## src/logic/videoPkg.sv

```systemverilog
//----------------------------------------------------------
// Shared widths and types of the video transmit path
// Imported by every block that carries positions or pixels
//----------------------------------------------------------
package videoPkg;

	// Counter widths for the raster timing
	localparam int cHPosWidth  = 11;
	localparam int cVPosWidth  = 11;

	// One color channel at the TFT pins
	localparam int cColorWidth = 4;
	localparam int cRgbWidth   = 3 * cColorWidth;

	// Backlight duty resolution
	localparam int cDutyWidth  = 8;

	// Horizontal and vertical position or timing value
	typedef logic [cHPosWidth-1:0] hPos_t;
	typedef logic [cVPosWidth-1:0] vPos_t;

	// Pixel as R[11:8] G[7:4] B[3:0], alpha already stripped
	typedef logic [cRgbWidth-1:0] rgb_t;

	// Backlight duty ratio
	typedef logic [cDutyWidth-1:0] duty_t;

endpackage

```

## src/logic/videoTimingIf.sv

```systemverilog
//----------------------------------------------------------
// Raster timing bundle from the sync generator
// Driven through source, read by the output stage via sink
//----------------------------------------------------------
`timescale 1ns/1ps

interface videoTimingIf;

	// Levels from the sync generator, all registered
	logic hSync;
	logic vSync;
	logic de;
	// One cycle at the last active pixel
	logic frameEnd;

	modport source (
		output hSync, vSync, de, frameEnd
	);

	// Output stage only needs the levels
	modport sink (
		input hSync, vSync, de
	);

endinterface

```

## src/logic/videoSyncGen.sv

```systemverilog
//----------------------------------------------------------
// Horizontal and vertical raster counters with sync, DE
// and end-of-frame, all registered from the counter values
//----------------------------------------------------------
`timescale 1ns/1ps

module videoSyncGen (
	input  logic            iVideoClk,
	input  logic            rstN,
	input  videoPkg::hPos_t hDisplay,
	input  videoPkg::vPos_t vDisplay,
	input  videoPkg::hPos_t hSyncStart,
	input  videoPkg::hPos_t hSyncEnd,
	input  videoPkg::hPos_t hSyncMax,
	input  videoPkg::vPos_t vSyncStart,
	input  videoPkg::vPos_t vSyncEnd,
	input  videoPkg::vPos_t vSyncMax,
	videoTimingIf.source    timing
);
	import videoPkg::*;

	hPos_t hCount;
	vPos_t vCount;
	logic  hLast;
	logic  vLast;

	// Last count of each period
	assign hLast = (hCount == hPos_t'(hSyncMax - 1'b1));
	assign vLast = (vCount == vPos_t'(vSyncMax - 1'b1));

	//------------------------------------------------------------
	// Raster counters
	//------------------------------------------------------------
	// Vertical starts in blanking so the FIFO can fill first
	always_ff @(posedge iVideoClk)
	begin
		if (!rstN)
		begin
			hCount <= '0;
			vCount <= vDisplay;
		end
		else if (hLast)
		begin
			hCount <= '0;
			// Line done, step or wrap the frame
			if (vLast)
				vCount <= '0;
			else
				vCount <= vCount + 1'b1;
		end
		else
			hCount <= hCount + 1'b1;
	end

	//------------------------------------------------------------
	// Registered timing outputs
	//------------------------------------------------------------
	always_ff @(posedge iVideoClk)
	begin
		if (!rstN)
		begin
			timing.hSync    <= 1'b0;
			timing.vSync    <= 1'b0;
			timing.de       <= 1'b0;
			timing.frameEnd <= 1'b0;
		end
		else
		begin
			timing.hSync    <= (hCount >= hSyncStart) && (hCount < hSyncEnd);
			timing.vSync    <= (vCount >= vSyncStart) && (vCount < vSyncEnd);
			timing.de       <= (hCount < hDisplay) && (vCount < vDisplay);
			// Last active pixel of the frame
			timing.frameEnd <= (hCount == hPos_t'(hDisplay - 1'b1))
				&& (vCount == vPos_t'(vDisplay - 1'b1));
		end
	end

endmodule

```

## src/logic/videoPixelGen.sv

```systemverilog
//----------------------------------------------------------
// Test pattern source writing pixels in raster order
// Writes whenever the pixel FIFO has room
//----------------------------------------------------------
`timescale 1ns/1ps

module videoPixelGen (
	input  logic            iVideoClk,
	input  logic            rstN,
	input  videoPkg::hPos_t hDisplay,
	input  videoPkg::vPos_t vDisplay,
	input  logic            full,
	output videoPkg::rgb_t  wrData,
	output logic            wrEn
);
	import videoPkg::*;

	hPos_t x;
	vPos_t y;

	// Every strobe is accepted, no write against a full FIFO
	assign wrEn = !full;

	// R = x mod 16, G = y mod 16, B = low bits of x + y
	assign wrData = {x[cColorWidth-1:0], y[cColorWidth-1:0],
		x[cColorWidth-1:0] + y[cColorWidth-1:0]};

	// Position steps only on an accepted write
	always_ff @(posedge iVideoClk)
	begin
		if (!rstN)
		begin
			x <= '0;
			y <= '0;
		end
		else if (wrEn)
		begin
			if (x == hPos_t'(hDisplay - 1'b1))
			begin
				x <= '0;
				// Wrap to the top after the last line
				if (y == vPos_t'(vDisplay - 1'b1))
					y <= '0;
				else
					y <= y + 1'b1;
			end
			else
				x <= x + 1'b1;
		end
	end

endmodule

```

## src/logic/pixelFifo.sv

```systemverilog
//----------------------------------------------------------
// Single-clock pixel FIFO with registered read data
// Read in cycle n shows on rdData in cycle n+1
//----------------------------------------------------------
`timescale 1ns/1ps

module pixelFifo #(
	parameter int pFifoDepth = 16
) (
	input  logic           iVideoClk,
	input  logic           rstN,
	input  videoPkg::rgb_t wrData,
	input  logic           wrEn,
	input  logic           rdEn,
	output videoPkg::rgb_t rdData,
	output logic           full,
	output logic           empty
);
	import videoPkg::*;

	localparam int cAddrWidth = $clog2(pFifoDepth);

	rgb_t                mem [pFifoDepth];
	logic [cAddrWidth:0] wrPtr;
	logic [cAddrWidth:0] rdPtr;

	// Extra pointer bit tells full from empty
	assign empty = (wrPtr == rdPtr);
	assign full  = (wrPtr[cAddrWidth] != rdPtr[cAddrWidth])
		&& (wrPtr[cAddrWidth-1:0] == rdPtr[cAddrWidth-1:0]);

	//------------------------------------------------------------
	// Pointers
	//------------------------------------------------------------
	always_ff @(posedge iVideoClk)
	begin
		if (!rstN)
		begin
			wrPtr <= '0;
			rdPtr <= '0;
		end
		else
		begin
			if (wrEn && !full)
				wrPtr <= wrPtr + 1'b1;
			// A read on empty is dropped
			if (rdEn && !empty)
				rdPtr <= rdPtr + 1'b1;
		end
	end

	// Storage and read register
	always_ff @(posedge iVideoClk)
	begin
		if (wrEn && !full)
			mem[wrPtr[cAddrWidth-1:0]] <= wrData;
		if (rdEn && !empty)
			rdData <= mem[rdPtr[cAddrWidth-1:0]];
	end

endmodule

```

## src/logic/tftOutputStage.sv

```systemverilog
//----------------------------------------------------------
// Pin stage aligning sync and DE with the FIFO latency
// Also flags a DE cycle that found the FIFO empty
//----------------------------------------------------------
`timescale 1ns/1ps

module tftOutputStage (
	input  logic                              iVideoClk,
	input  logic                              rstN,
	videoTimingIf.sink                        timing,
	input  videoPkg::rgb_t                    rdData,
	input  logic                              empty,
	output logic [videoPkg::cColorWidth-1:0]  tftR,
	output logic [videoPkg::cColorWidth-1:0]  tftG,
	output logic [videoPkg::cColorWidth-1:0]  tftB,
	output logic                              tftHSync,
	output logic                              tftVSync,
	output logic                              tftDe,
	output logic                              underflow
);
	import videoPkg::*;

	logic [1:0] hSyncPipe;
	logic [1:0] vSyncPipe;
	logic [1:0] dePipe;
	// rdData holds a real pixel this cycle
	logic       rdValid;
	rgb_t       colorQ;

	always_ff @(posedge iVideoClk)
	begin
		if (!rstN)
		begin
			hSyncPipe <= '0;
			vSyncPipe <= '0;
			dePipe    <= '0;
			rdValid   <= 1'b0;
			colorQ    <= '0;
			underflow <= 1'b0;
		end
		else
		begin
			// Two cycles, matches FIFO read plus color register
			hSyncPipe <= {hSyncPipe[0], timing.hSync};
			vSyncPipe <= {vSyncPipe[0], timing.vSync};
			dePipe    <= {dePipe[0], timing.de};
			rdValid   <= timing.de && !empty;
			// Blank outside DE and on a starved read
			colorQ    <= rdValid ? rdData : '0;
			// Sticky until reset
			if (timing.de && empty)
				underflow <= 1'b1;
		end
	end

	assign tftHSync = hSyncPipe[1];
	assign tftVSync = vSyncPipe[1];
	assign tftDe    = dePipe[1];
	assign tftR     = colorQ[2*cColorWidth +: cColorWidth];
	assign tftG     = colorQ[cColorWidth +: cColorWidth];
	assign tftB     = colorQ[0 +: cColorWidth];

endmodule

```

## src/logic/backlightPwm.sv

```systemverilog
//----------------------------------------------------------
// Backlight dimming, 256-cycle PWM period
// High for blDuty cycles of each period
//----------------------------------------------------------
`timescale 1ns/1ps

module backlightPwm (
	input  logic           iVideoClk,
	input  logic           rstN,
	input  videoPkg::duty_t blDuty,
	output logic           tftBackLight
);
	import videoPkg::*;

	duty_t pwmCount;

	// Free-running counter, wraps every 256 cycles
	always_ff @(posedge iVideoClk)
	begin
		if (!rstN)
		begin
			pwmCount     <= '0;
			tftBackLight <= 1'b0;
		end
		else
		begin
			pwmCount     <= pwmCount + 1'b1;
			tftBackLight <= (pwmCount < blDuty);
		end
	end

endmodule

```

## src/logic/videoTxUnit.sv

```systemverilog
//----------------------------------------------------------
// TFT video transmit top level on a single video clock
// Pattern source, FIFO, timing, pin stage and backlight
//----------------------------------------------------------
`timescale 1ns/1ps

module videoTxUnit #(
	parameter int pFifoDepth = 16
) (
	input  logic                             iVideoClk,
	input  logic                             rstN,
	input  videoPkg::hPos_t                  hDisplay,
	input  videoPkg::vPos_t                  vDisplay,
	input  videoPkg::hPos_t                  hSyncStart,
	input  videoPkg::hPos_t                  hSyncEnd,
	input  videoPkg::hPos_t                  hSyncMax,
	input  videoPkg::vPos_t                  vSyncStart,
	input  videoPkg::vPos_t                  vSyncEnd,
	input  videoPkg::vPos_t                  vSyncMax,
	input  videoPkg::duty_t                  blDuty,
	output logic [videoPkg::cColorWidth-1:0] tftR,
	output logic [videoPkg::cColorWidth-1:0] tftG,
	output logic [videoPkg::cColorWidth-1:0] tftB,
	output logic                             tftHSync,
	output logic                             tftVSync,
	output logic                             tftDe,
	output logic                             tftBackLight,
	output logic                             frameEnd,
	output logic                             underflow
);
	import videoPkg::*;

	// Writer side of the pixel FIFO
	rgb_t wrData;
	logic wrEn;
	logic full;
	// Reader side
	rgb_t rdData;
	logic empty;

	videoTimingIf videoTiming ();

	//------------------------------------------------------------
	// Timing and pixel path
	//------------------------------------------------------------
	videoSyncGen u_syncGen (
		.iVideoClk (iVideoClk), .rstN (rstN),
		.hDisplay (hDisplay), .vDisplay (vDisplay),
		.hSyncStart (hSyncStart), .hSyncEnd (hSyncEnd), .hSyncMax (hSyncMax),
		.vSyncStart (vSyncStart), .vSyncEnd (vSyncEnd), .vSyncMax (vSyncMax),
		.timing (videoTiming)
	);

	videoPixelGen u_pixelGen (
		.iVideoClk (iVideoClk), .rstN (rstN),
		.hDisplay (hDisplay), .vDisplay (vDisplay),
		.full (full), .wrData (wrData), .wrEn (wrEn)
	);

	// DE is the read strobe
	pixelFifo #(.pFifoDepth (pFifoDepth)) u_pixelFifo (
		.iVideoClk (iVideoClk), .rstN (rstN),
		.wrData (wrData), .wrEn (wrEn), .rdEn (videoTiming.de),
		.rdData (rdData), .full (full), .empty (empty)
	);

	tftOutputStage u_outputStage (
		.iVideoClk (iVideoClk), .rstN (rstN), .timing (videoTiming),
		.rdData (rdData), .empty (empty),
		.tftR (tftR), .tftG (tftG), .tftB (tftB),
		.tftHSync (tftHSync), .tftVSync (tftVSync), .tftDe (tftDe),
		.underflow (underflow)
	);

	backlightPwm u_backlightPwm (
		.iVideoClk (iVideoClk), .rstN (rstN),
		.blDuty (blDuty), .tftBackLight (tftBackLight)
	);

	// Undelayed end-of-frame pulse
	assign frameEnd = videoTiming.frameEnd;

endmodule

```

## config.mk

```make
export PLATFORM = sky130hd
export DESIGN_NAME = videoTxUnit
export DESIGN_NICKNAME = d
export VERILOG_FILES = /design/src/logic/videoPkg.sv /design/src/logic/videoTimingIf.sv /design/src/logic/videoSyncGen.sv /design/src/logic/videoPixelGen.sv /design/src/logic/pixelFifo.sv /design/src/logic/tftOutputStage.sv /design/src/logic/backlightPwm.sv /design/src/logic/videoTxUnit.sv
export SDC_FILE = /design/constraint.sdc
export NUM_CORES = 1
export LEC_CHECK = 0
export BUFFER_PORTS_ARGS = -buffer_cell sky130_fd_sc_hd__buf_4
export CAP_MARGIN = 40
export CORE_MARGIN = 3
export CORE_UTILIZATION = 45
export DETAILED_ROUTE_END_ITERATION = 8
export PLACE_DENSITY = 0.71
export SLEW_MARGIN = 5
export SYNTH_ARGS = -nofsm -noshare
export SYNTH_HDL_FRONTEND = slang
export SYNTH_HIERARCHICAL = 1
export SYNTH_SLANG_ARGS = --single-unit
```

## constraint.sdc

```tcl
create_clock -name iVideoClk -period 5.2 [get_ports iVideoClk]
set_input_delay 1.3 -clock iVideoClk [delete_from_list [all_inputs] [get_ports iVideoClk]]
set_output_delay 1.3 -clock iVideoClk [all_outputs]
set_load 0.01 [all_outputs]
```

* Word-level counts from Yosys, hierarchy flattened
Memory sizes are Yosys's and may differ from the RTL's. A register that Yosys moved wholly into a read port is not among the register bits. Index checks and enable logic that the tools add are counted.
Storage, ports and cells: register bits 87, memory bits (writable) 192, input port bits 98, word-level logic and storage cells 67, memories kept 1
Operators by class: add/sub/neg operators 12, order comparisons 7, equality and inequality tests 10, multiplexer cells 6, bitwise gates (word level) 2, reduce and logical (&&, ||, !) cells 11
Memories:
- u_pixelFifo.mem | depth 16, width 12, rd ports 1, clocked after Yosys merged registers in 1, wr ports 1, line pixelFifo.sv:23 | rgb_t mem [pFifoDepth];
Operator list (number):
- == test 11 bit | 6
- 2-to-1 mux 11 bit | 5
- adder 11 x 1 -> 11 bit, second input constant | 4
- less-than comparator 11 bit | 4
- subtractor 11 x 1 -> 11 bit, second input constant | 4
- >= comparator 11 bit | 2
- adder 5 x 1 -> 5 bit, second input constant | 2
- adder 8 x 1 -> 8 bit, second input constant | 1
- less-than comparator 8 bit | 1
- logical AND 1 bit | 7
- == test 5 bit | 1
- adder 4 bit | 1
- == test 4 bit | 1
- AND reduction 2 bit | 2
- != test 2 x 1 -> 1 bit, second input constant | 1
- inverter 1 bit | 2
- OR reduction 2 bit | 1
- logical NOT 1 bit | 1
- 2-to-1 mux 1 bit | 1
- != test 1 bit | 1

* Logic depth before layout (Yosys ltp)
depth in word-level cells 5, mapped depth 13

* Hierarchy
Netlist, hierarchy kept.
Modules (own cells, without submodules):
- pixelFifo | instances 1, cells each 435, area each 8448.1 um^2, seq. area each 6326.1 um^2
- videoSyncGen | instances 1, cells each 531, area each 4131.5 um^2, seq. area each 630.6 um^2
- videoPixelGen | instances 1, cells each 262, area each 2109.5 um^2, seq. area each 440.4 um^2
- tftOutputStage | instances 1, cells each 43, area each 554.3 um^2, seq. area each 400.4 um^2
- backlightPwm | instances 1, cells each 56, area each 499.2 um^2, seq. area each 180.2 um^2

* Worst setup path before layout
OpenSTA, ideal clock, no wires.
path type input port to flip-flop, start point input port hDisplay[0], end point register u_pixelGen.y[3], setup time 0.128 ns, arrival 3.565 ns, data required time 5.072 ns, slack 1.507 ns, stages on the path 10, buffers on the path 1, cell sequence inv_1 > ha_1 > or3b_2 > or3_1 > xnor2_1 > or4_1 > or3_1 > buf_2 > a32oi_1 > o31ai_2
On the way: cells in the longest elaborated chain, start to end 3
Ends and longest elaborated chain:
- start, declared | line videoTxUnit.sv:12 | input videoPkg::hPos_t hDisplay,
- subtractor 11 x 1 -> 11 bit | line videoPixelGen.sv:38 | if (x == hPos_t'(hDisplay - 1'b1))
- == test 11 bit | line videoPixelGen.sv:38
- AND reduction 2 bit (no line)
- end signal, assigned | line videoPixelGen.sv:45 | y <= y + 1'b1;
- end, declared | line videoPixelGen.sv:19 | vPos_t y;
No other way between the ends. A chain may end at the register's enable or synchronous reset.

* Worst setup path in the final report
start point input port hDisplay[0], end point register u_pixelGen.y[0]
The elaborated chain is that of the path after synthesis.

==> out/results.ini <==
[run_status]
result_of_the_run=completed

[critical_path]
critical_path_data_arrival_time_ns=3.95
worst_ep_required_time_ns=5.60
worstReg2RegStart=u_pixelFifo/rdPtr[4]
critical-path-top-cell-by-count=sky130_fd_sc_hd__or3_1
setup.worst_path.end_class=flop
crit_buf_inv=2
cp-startpoint=hDisplay[0]
crit_path_max_incr_delay_ns=0.50
critical_path_peak_fanout=10
worst_setup_path_start_kind=primary input
slowest_stage=sky130_fd_sc_hd__or3b_2
timing.critical_path.cells=buf_4, inv_1, ha_1, or3b_2, or3_1, xnor2_1, or4_1, or3_1, nand2_2, mux2i_1
timing_worst_setup_path_type=primary input to flop
cpLargestDelayFamily=simple AND/OR/NAND/NOR gates

[logic_synthesis]
synth_compound_gate_area_share_pct=9.79
ys.flop_type=sky130_fd_sc_hd__edfxtp_1
syn_area_per_cell_um2=11.9
largest_family_of_logic_cells_by_synthesized_area=simple AND/OR/NAND/NOR gates
synthSimpleGateAreaFrac_pct=13.9
postSynthNetCount=1516
synth_cell_type_count=79
yosys.area_share.adder_pct=7.28
async_flop_share_pct=0
synth-edff-count=215
synthMuxAreaShare_pct=7.80
ys_warn_count=6
synthCells=1327
synth_sequential_area_ratio_pct=50.7
syn_std_cell_area_um2=15700
yosys_register_bits=291
synthXorXnorAreaFrac_pct=5.84

[power_and_ir_drop]
fin_total_pwr_w=0.00681
comb_power_share_pct=23.1
cellLeakagePower_nw=6.96
sequentialPowerShare_pct=44.7
p_switching_w=0.00191
clock_power_share_pct=32.1
max_ir_drop_vdd_uv=239
swShare_pct=28.0
power_density_nw_per_um2=376
power.internal_w=0.00490

[route]
drtAntennaViolNets=0
detail_route.vias_per_cell=5.69
drt-total-wl_um=35900
drc=0
vias=10895
drt-wirelength-per-cell_um=18.7
detailed_router_s_first_iteration_violation_count=799
drtPass1Iterations=5

[clock_network]
cts_stage_hold_buffer_count=0
clockRootBuffer=sky130_fd_sc_hd__clkbuf_16
clk_latency_ns=0.58
clockBufferDepth=3
numCtsBuffers=30
htreeDepth=1
clock_sink_count=291
cts_setup_buffers=0
clkTransAtPathRegs_ns=0.06
tritoncts=done
cts_repair_resize_count=0

[sta]
slew_headroom_pct=35.4
tightest_slew_ns=0.968
finalSetupViolCount=0
final_setup_skew_ns=0.0309
fin_worst_hold_slack_ns=0.433
setup-tns-final_ns=0
timing_hold_violations_final=0
final.min_clock_period_ns=3.55
grt_setup_unrepaired=no
final-max-slew-violation-count=0
maxClockFrequency_mhz=282
fin_crit_share_pct=68.3

[cells_and_area]
antennaDiodeCount=0
layout-drive-gt1-share_pct=19.4
finish.cell_count_without_fillers=1914
finalNetCount=1631
layout.cells.most_common_list=215 x sky130_fd_sc_hd__edfxtp_1, 146 x sky130_fd_sc_hd__buf_4, 101 x sky130_fd_sc_hd__inv_1, 97 x sky130_fd_sc_hd__nor2_1, 90 x sky130_fd_sc_hd__ha_1
areaGrowthSynthToFinish_pct=15.1
postLayoutCellArea_um2=18100
mostFrequentLayoutCell=sky130_fd_sc_hd__edfxtp_1

[worst_hold_path]
timing.hold.worst.class=flop to flop
timing.hold.worst.start=u_outputStage/vSyncPipe[0]

[global_route]
grt_first_pass_wirelength_um=56300
grt_overflow_total=0
antenna_violations_before_repair=0
first_global_vias=10789
globalRouteTotalUtil_pct=18.9
grt_start_max_net_pins=53

[place]
place_congestion=0.862
placed_wire_length_estimate_um=24600
io_buffer_count=115
placed_cell_area_um2=17100
place_inst=1858

[floorplan]
num_rows=67
die_w_um=193
start_util_pct=46.3
top_level_ports=116
fp.dieArea_um2=37300
fp.dieH_um=193
design.core.area_um2=34000

[flow_run]
timing.max_cap.violations=0

==> final cells by class <==
| cell class | instances | area (um2) |
|---|---|---|
| Clock inverter | 19 | 233 |
| Clock buffer | 37 | 797 |
| Sequential cell | 291 | 7980 |
| Multi-Input combinational cell | 870 | 7030 |
| Inverter | 101 | 379 |
| Tap cell | 448 | 561 |
| Timing Repair Buffer | 148 | 1130 |
| Fill cell | 2913 | 15900 |
==> cells by family (layout without fill, tap and decap cells) <==
| family | after synthesis | count (layout) |
|---|---|---|
| buffers and inverters | 166 | 305 |
| xor gates and xnor gates | 105 | 105 |
| adders and majority gates | 91 | 91 |
| muxes | 62 | 62 |
| DFF | 291 | 291 |
| and+or+nand+nor | 402 | 402 |
| AOI/OAI and AO/OA | 210 | 210 |
==> routing by layer <==
| metal | global-route usage, % | vias to the layer above | part of all wire [%] |
|---|---|---|---|
| met5 | 0 | - | 0 |
| met4 | 4.42 | 0 | 1.4 |
| met3 | 2.44 | 42 | 5.2 |
| met2 | 32.8 | 283 | 50 |
| met1 | 25.5 | 5371 | 44 |
| li1 | - | 5199 | - |
==> stage by stage <==
| stage | setup slack [ns] | util (%) |
|---|---|---|
| after detailed placement | 1.12 | 50.2 |
| after global routing | 1.49 | 53.2 |
| after CTS | 1.70 | 53.2 |
| after floorplan | 1.51 | - |
| after global placement | 1.15 | 49.9 |
| final | 1.65 | 53.2 |
==> sequential cells by signal, indices dropped and copies added (netlist names) <==
register / cells
u_pixelFifo/mem: 192
u_outputStage/colorQ: 12
u_outputStage/hSyncPipe: 2
u_syncGen/timing.frameEnd: 1
u_outputStage/dePipe: 2
u_pixelFifo/rdData: 12
u_backlightPwm/tftBackLight: 1
u_syncGen/vCount: 11
u_outputStage/vSyncPipe: 2
u_syncGen/timing.de: 1
u_outputStage/underflow: 1
u_syncGen/hCount: 11
u_pixelGen/x: 11
u_syncGen/timing.vSync: 1
u_pixelFifo/rdPtr: 5
u_pixelFifo/wrPtr: 5
u_syncGen/timing.hSync: 1
u_pixelGen/y: 11
u_outputStage/rdValid: 1
u_backlightPwm/pwmCount: 8
==> power groups by stage <==
stage | clock (W) | sequential [W] | combinational [W]
floorplan | 0 | 0.00302 | 0.00115
global placement | 0 | 0.00308 | 0.00151
detailed placement | 0 | 0.00310 | 0.00158
CTS | 0.00224 | 0.00305 | 0.00159
global route | 0.00232 | 0.00308 | 0.00173
finish | 0.00219 | 0.00305 | 0.00158
==> cell usage after synthesis, types with 4 or more instances <==
library cell | number | area share [%]
sky130_fd_sc_hd__nor2_1 | 97 | 2.3
sky130_fd_sc_hd__nor3b_1 | 7 | 0.33
sky130_fd_sc_hd__a21o_1 | 11 | 0.52
sky130_fd_sc_hd__ha_1 | 90 | 7.2
sky130_fd_sc_hd__nand2_1 | 51 | 1.2
sky130_fd_sc_hd__buf_6 | 9 | 0.64
sky130_fd_sc_hd__clkbuf_1 | 33 | 0.79
sky130_fd_sc_hd__xor2_1 | 49 | 2.7
sky130_fd_sc_hd__a21oi_1 | 35 | 1.1
sky130_fd_sc_hd__o31ai_2 | 8 | 0.64
sky130_fd_sc_hd__nor4_1 | 14 | 0.56
sky130_fd_sc_hd__o2111ai_1 | 5 | 0.28
sky130_fd_sc_hd__buf_2 | 10 | 0.32
sky130_fd_sc_hd__o21a_1 | 7 | 0.33
sky130_fd_sc_hd__buf_4 | 11 | 0.52
sky130_fd_sc_hd__xnor2_1 | 56 | 3.1
sky130_fd_sc_hd__a22oi_1 | 25 | 1.2
sky130_fd_sc_hd__o31ai_1 | 6 | 0.29
sky130_fd_sc_hd__nor2b_1 | 19 | 0.76
sky130_fd_sc_hd__dfxtp_1 | 76 | 9.7
sky130_fd_sc_hd__and3_1 | 24 | 0.95
sky130_fd_sc_hd__o221ai_1 | 4 | 0.22
sky130_fd_sc_hd__nand3_1 | 54 | 1.7
sky130_fd_sc_hd__nand3b_1 | 6 | 0.29
sky130_fd_sc_hd__and2_1 | 18 | 0.72
sky130_fd_sc_hd__nor4b_1 | 5 | 0.28
sky130_fd_sc_hd__o21ai_0 | 26 | 0.83
sky130_fd_sc_hd__mux2i_1 | 9 | 0.57
sky130_fd_sc_hd__nor3_1 | 21 | 0.67
sky130_fd_sc_hd__edfxtp_1 | 215 | 41
sky130_fd_sc_hd__nand4_1 | 17 | 0.68
sky130_fd_sc_hd__nand2b_1 | 13 | 0.52
sky130_fd_sc_hd__nand4b_1 | 5 | 0.28
sky130_fd_sc_hd__a31oi_1 | 8 | 0.32
sky130_fd_sc_hd__or3_1 | 12 | 0.48
sky130_fd_sc_hd__o211ai_1 | 18 | 0.86
sky130_fd_sc_hd__o31a_1 | 4 | 0.22
sky130_fd_sc_hd__mux2_2 | 5 | 0.36
sky130_fd_sc_hd__mux4_2 | 48 | 6.9
sky130_fd_sc_hd__inv_1 | 101 | 2.4
sky130_fd_sc_hd__a32oi_1 | 9 | 0.50
sky130_fd_sc_hd__or3b_2 | 5 | 0.28
sky130_fd_sc_hd__or4_1 | 10 | 0.48
sky130_fd_sc_hd__a211oi_1 | 13 | 0.62
==> path summary, 6_finish.rpt <==
kind                                                   end  slack (ns)  cells after the start
worst max register to register             u_pixelGen/y[0]        2.28                      8
worst max-delay path                       u_pixelGen/y[0]        1.65                     10
worst min register to register  u_outputStage/vSyncPipe[1]        0.43                      1
worst min-delay path            u_outputStage/vSyncPipe[1]        0.43                      1
==> worst reg2reg max path: stages, from the launching register on <==
cell and delay (ns):
sky130_fd_sc_hd__dfxtp_1 0.36, sky130_fd_sc_hd__xnor2_1 0.55, sky130_fd_sc_hd__buf_4 0.26, sky130_fd_sc_hd__nor2_1 0.06, sky130_fd_sc_hd__buf_4 0.18, sky130_fd_sc_hd__or4_1 0.51, sky130_fd_sc_hd__or3_1 0.50, sky130_fd_sc_hd__nand2_2 0.25
sky130_fd_sc_hd__mux2i_1 0.11
No activity file was read; power rests on OpenSTA's default activity.
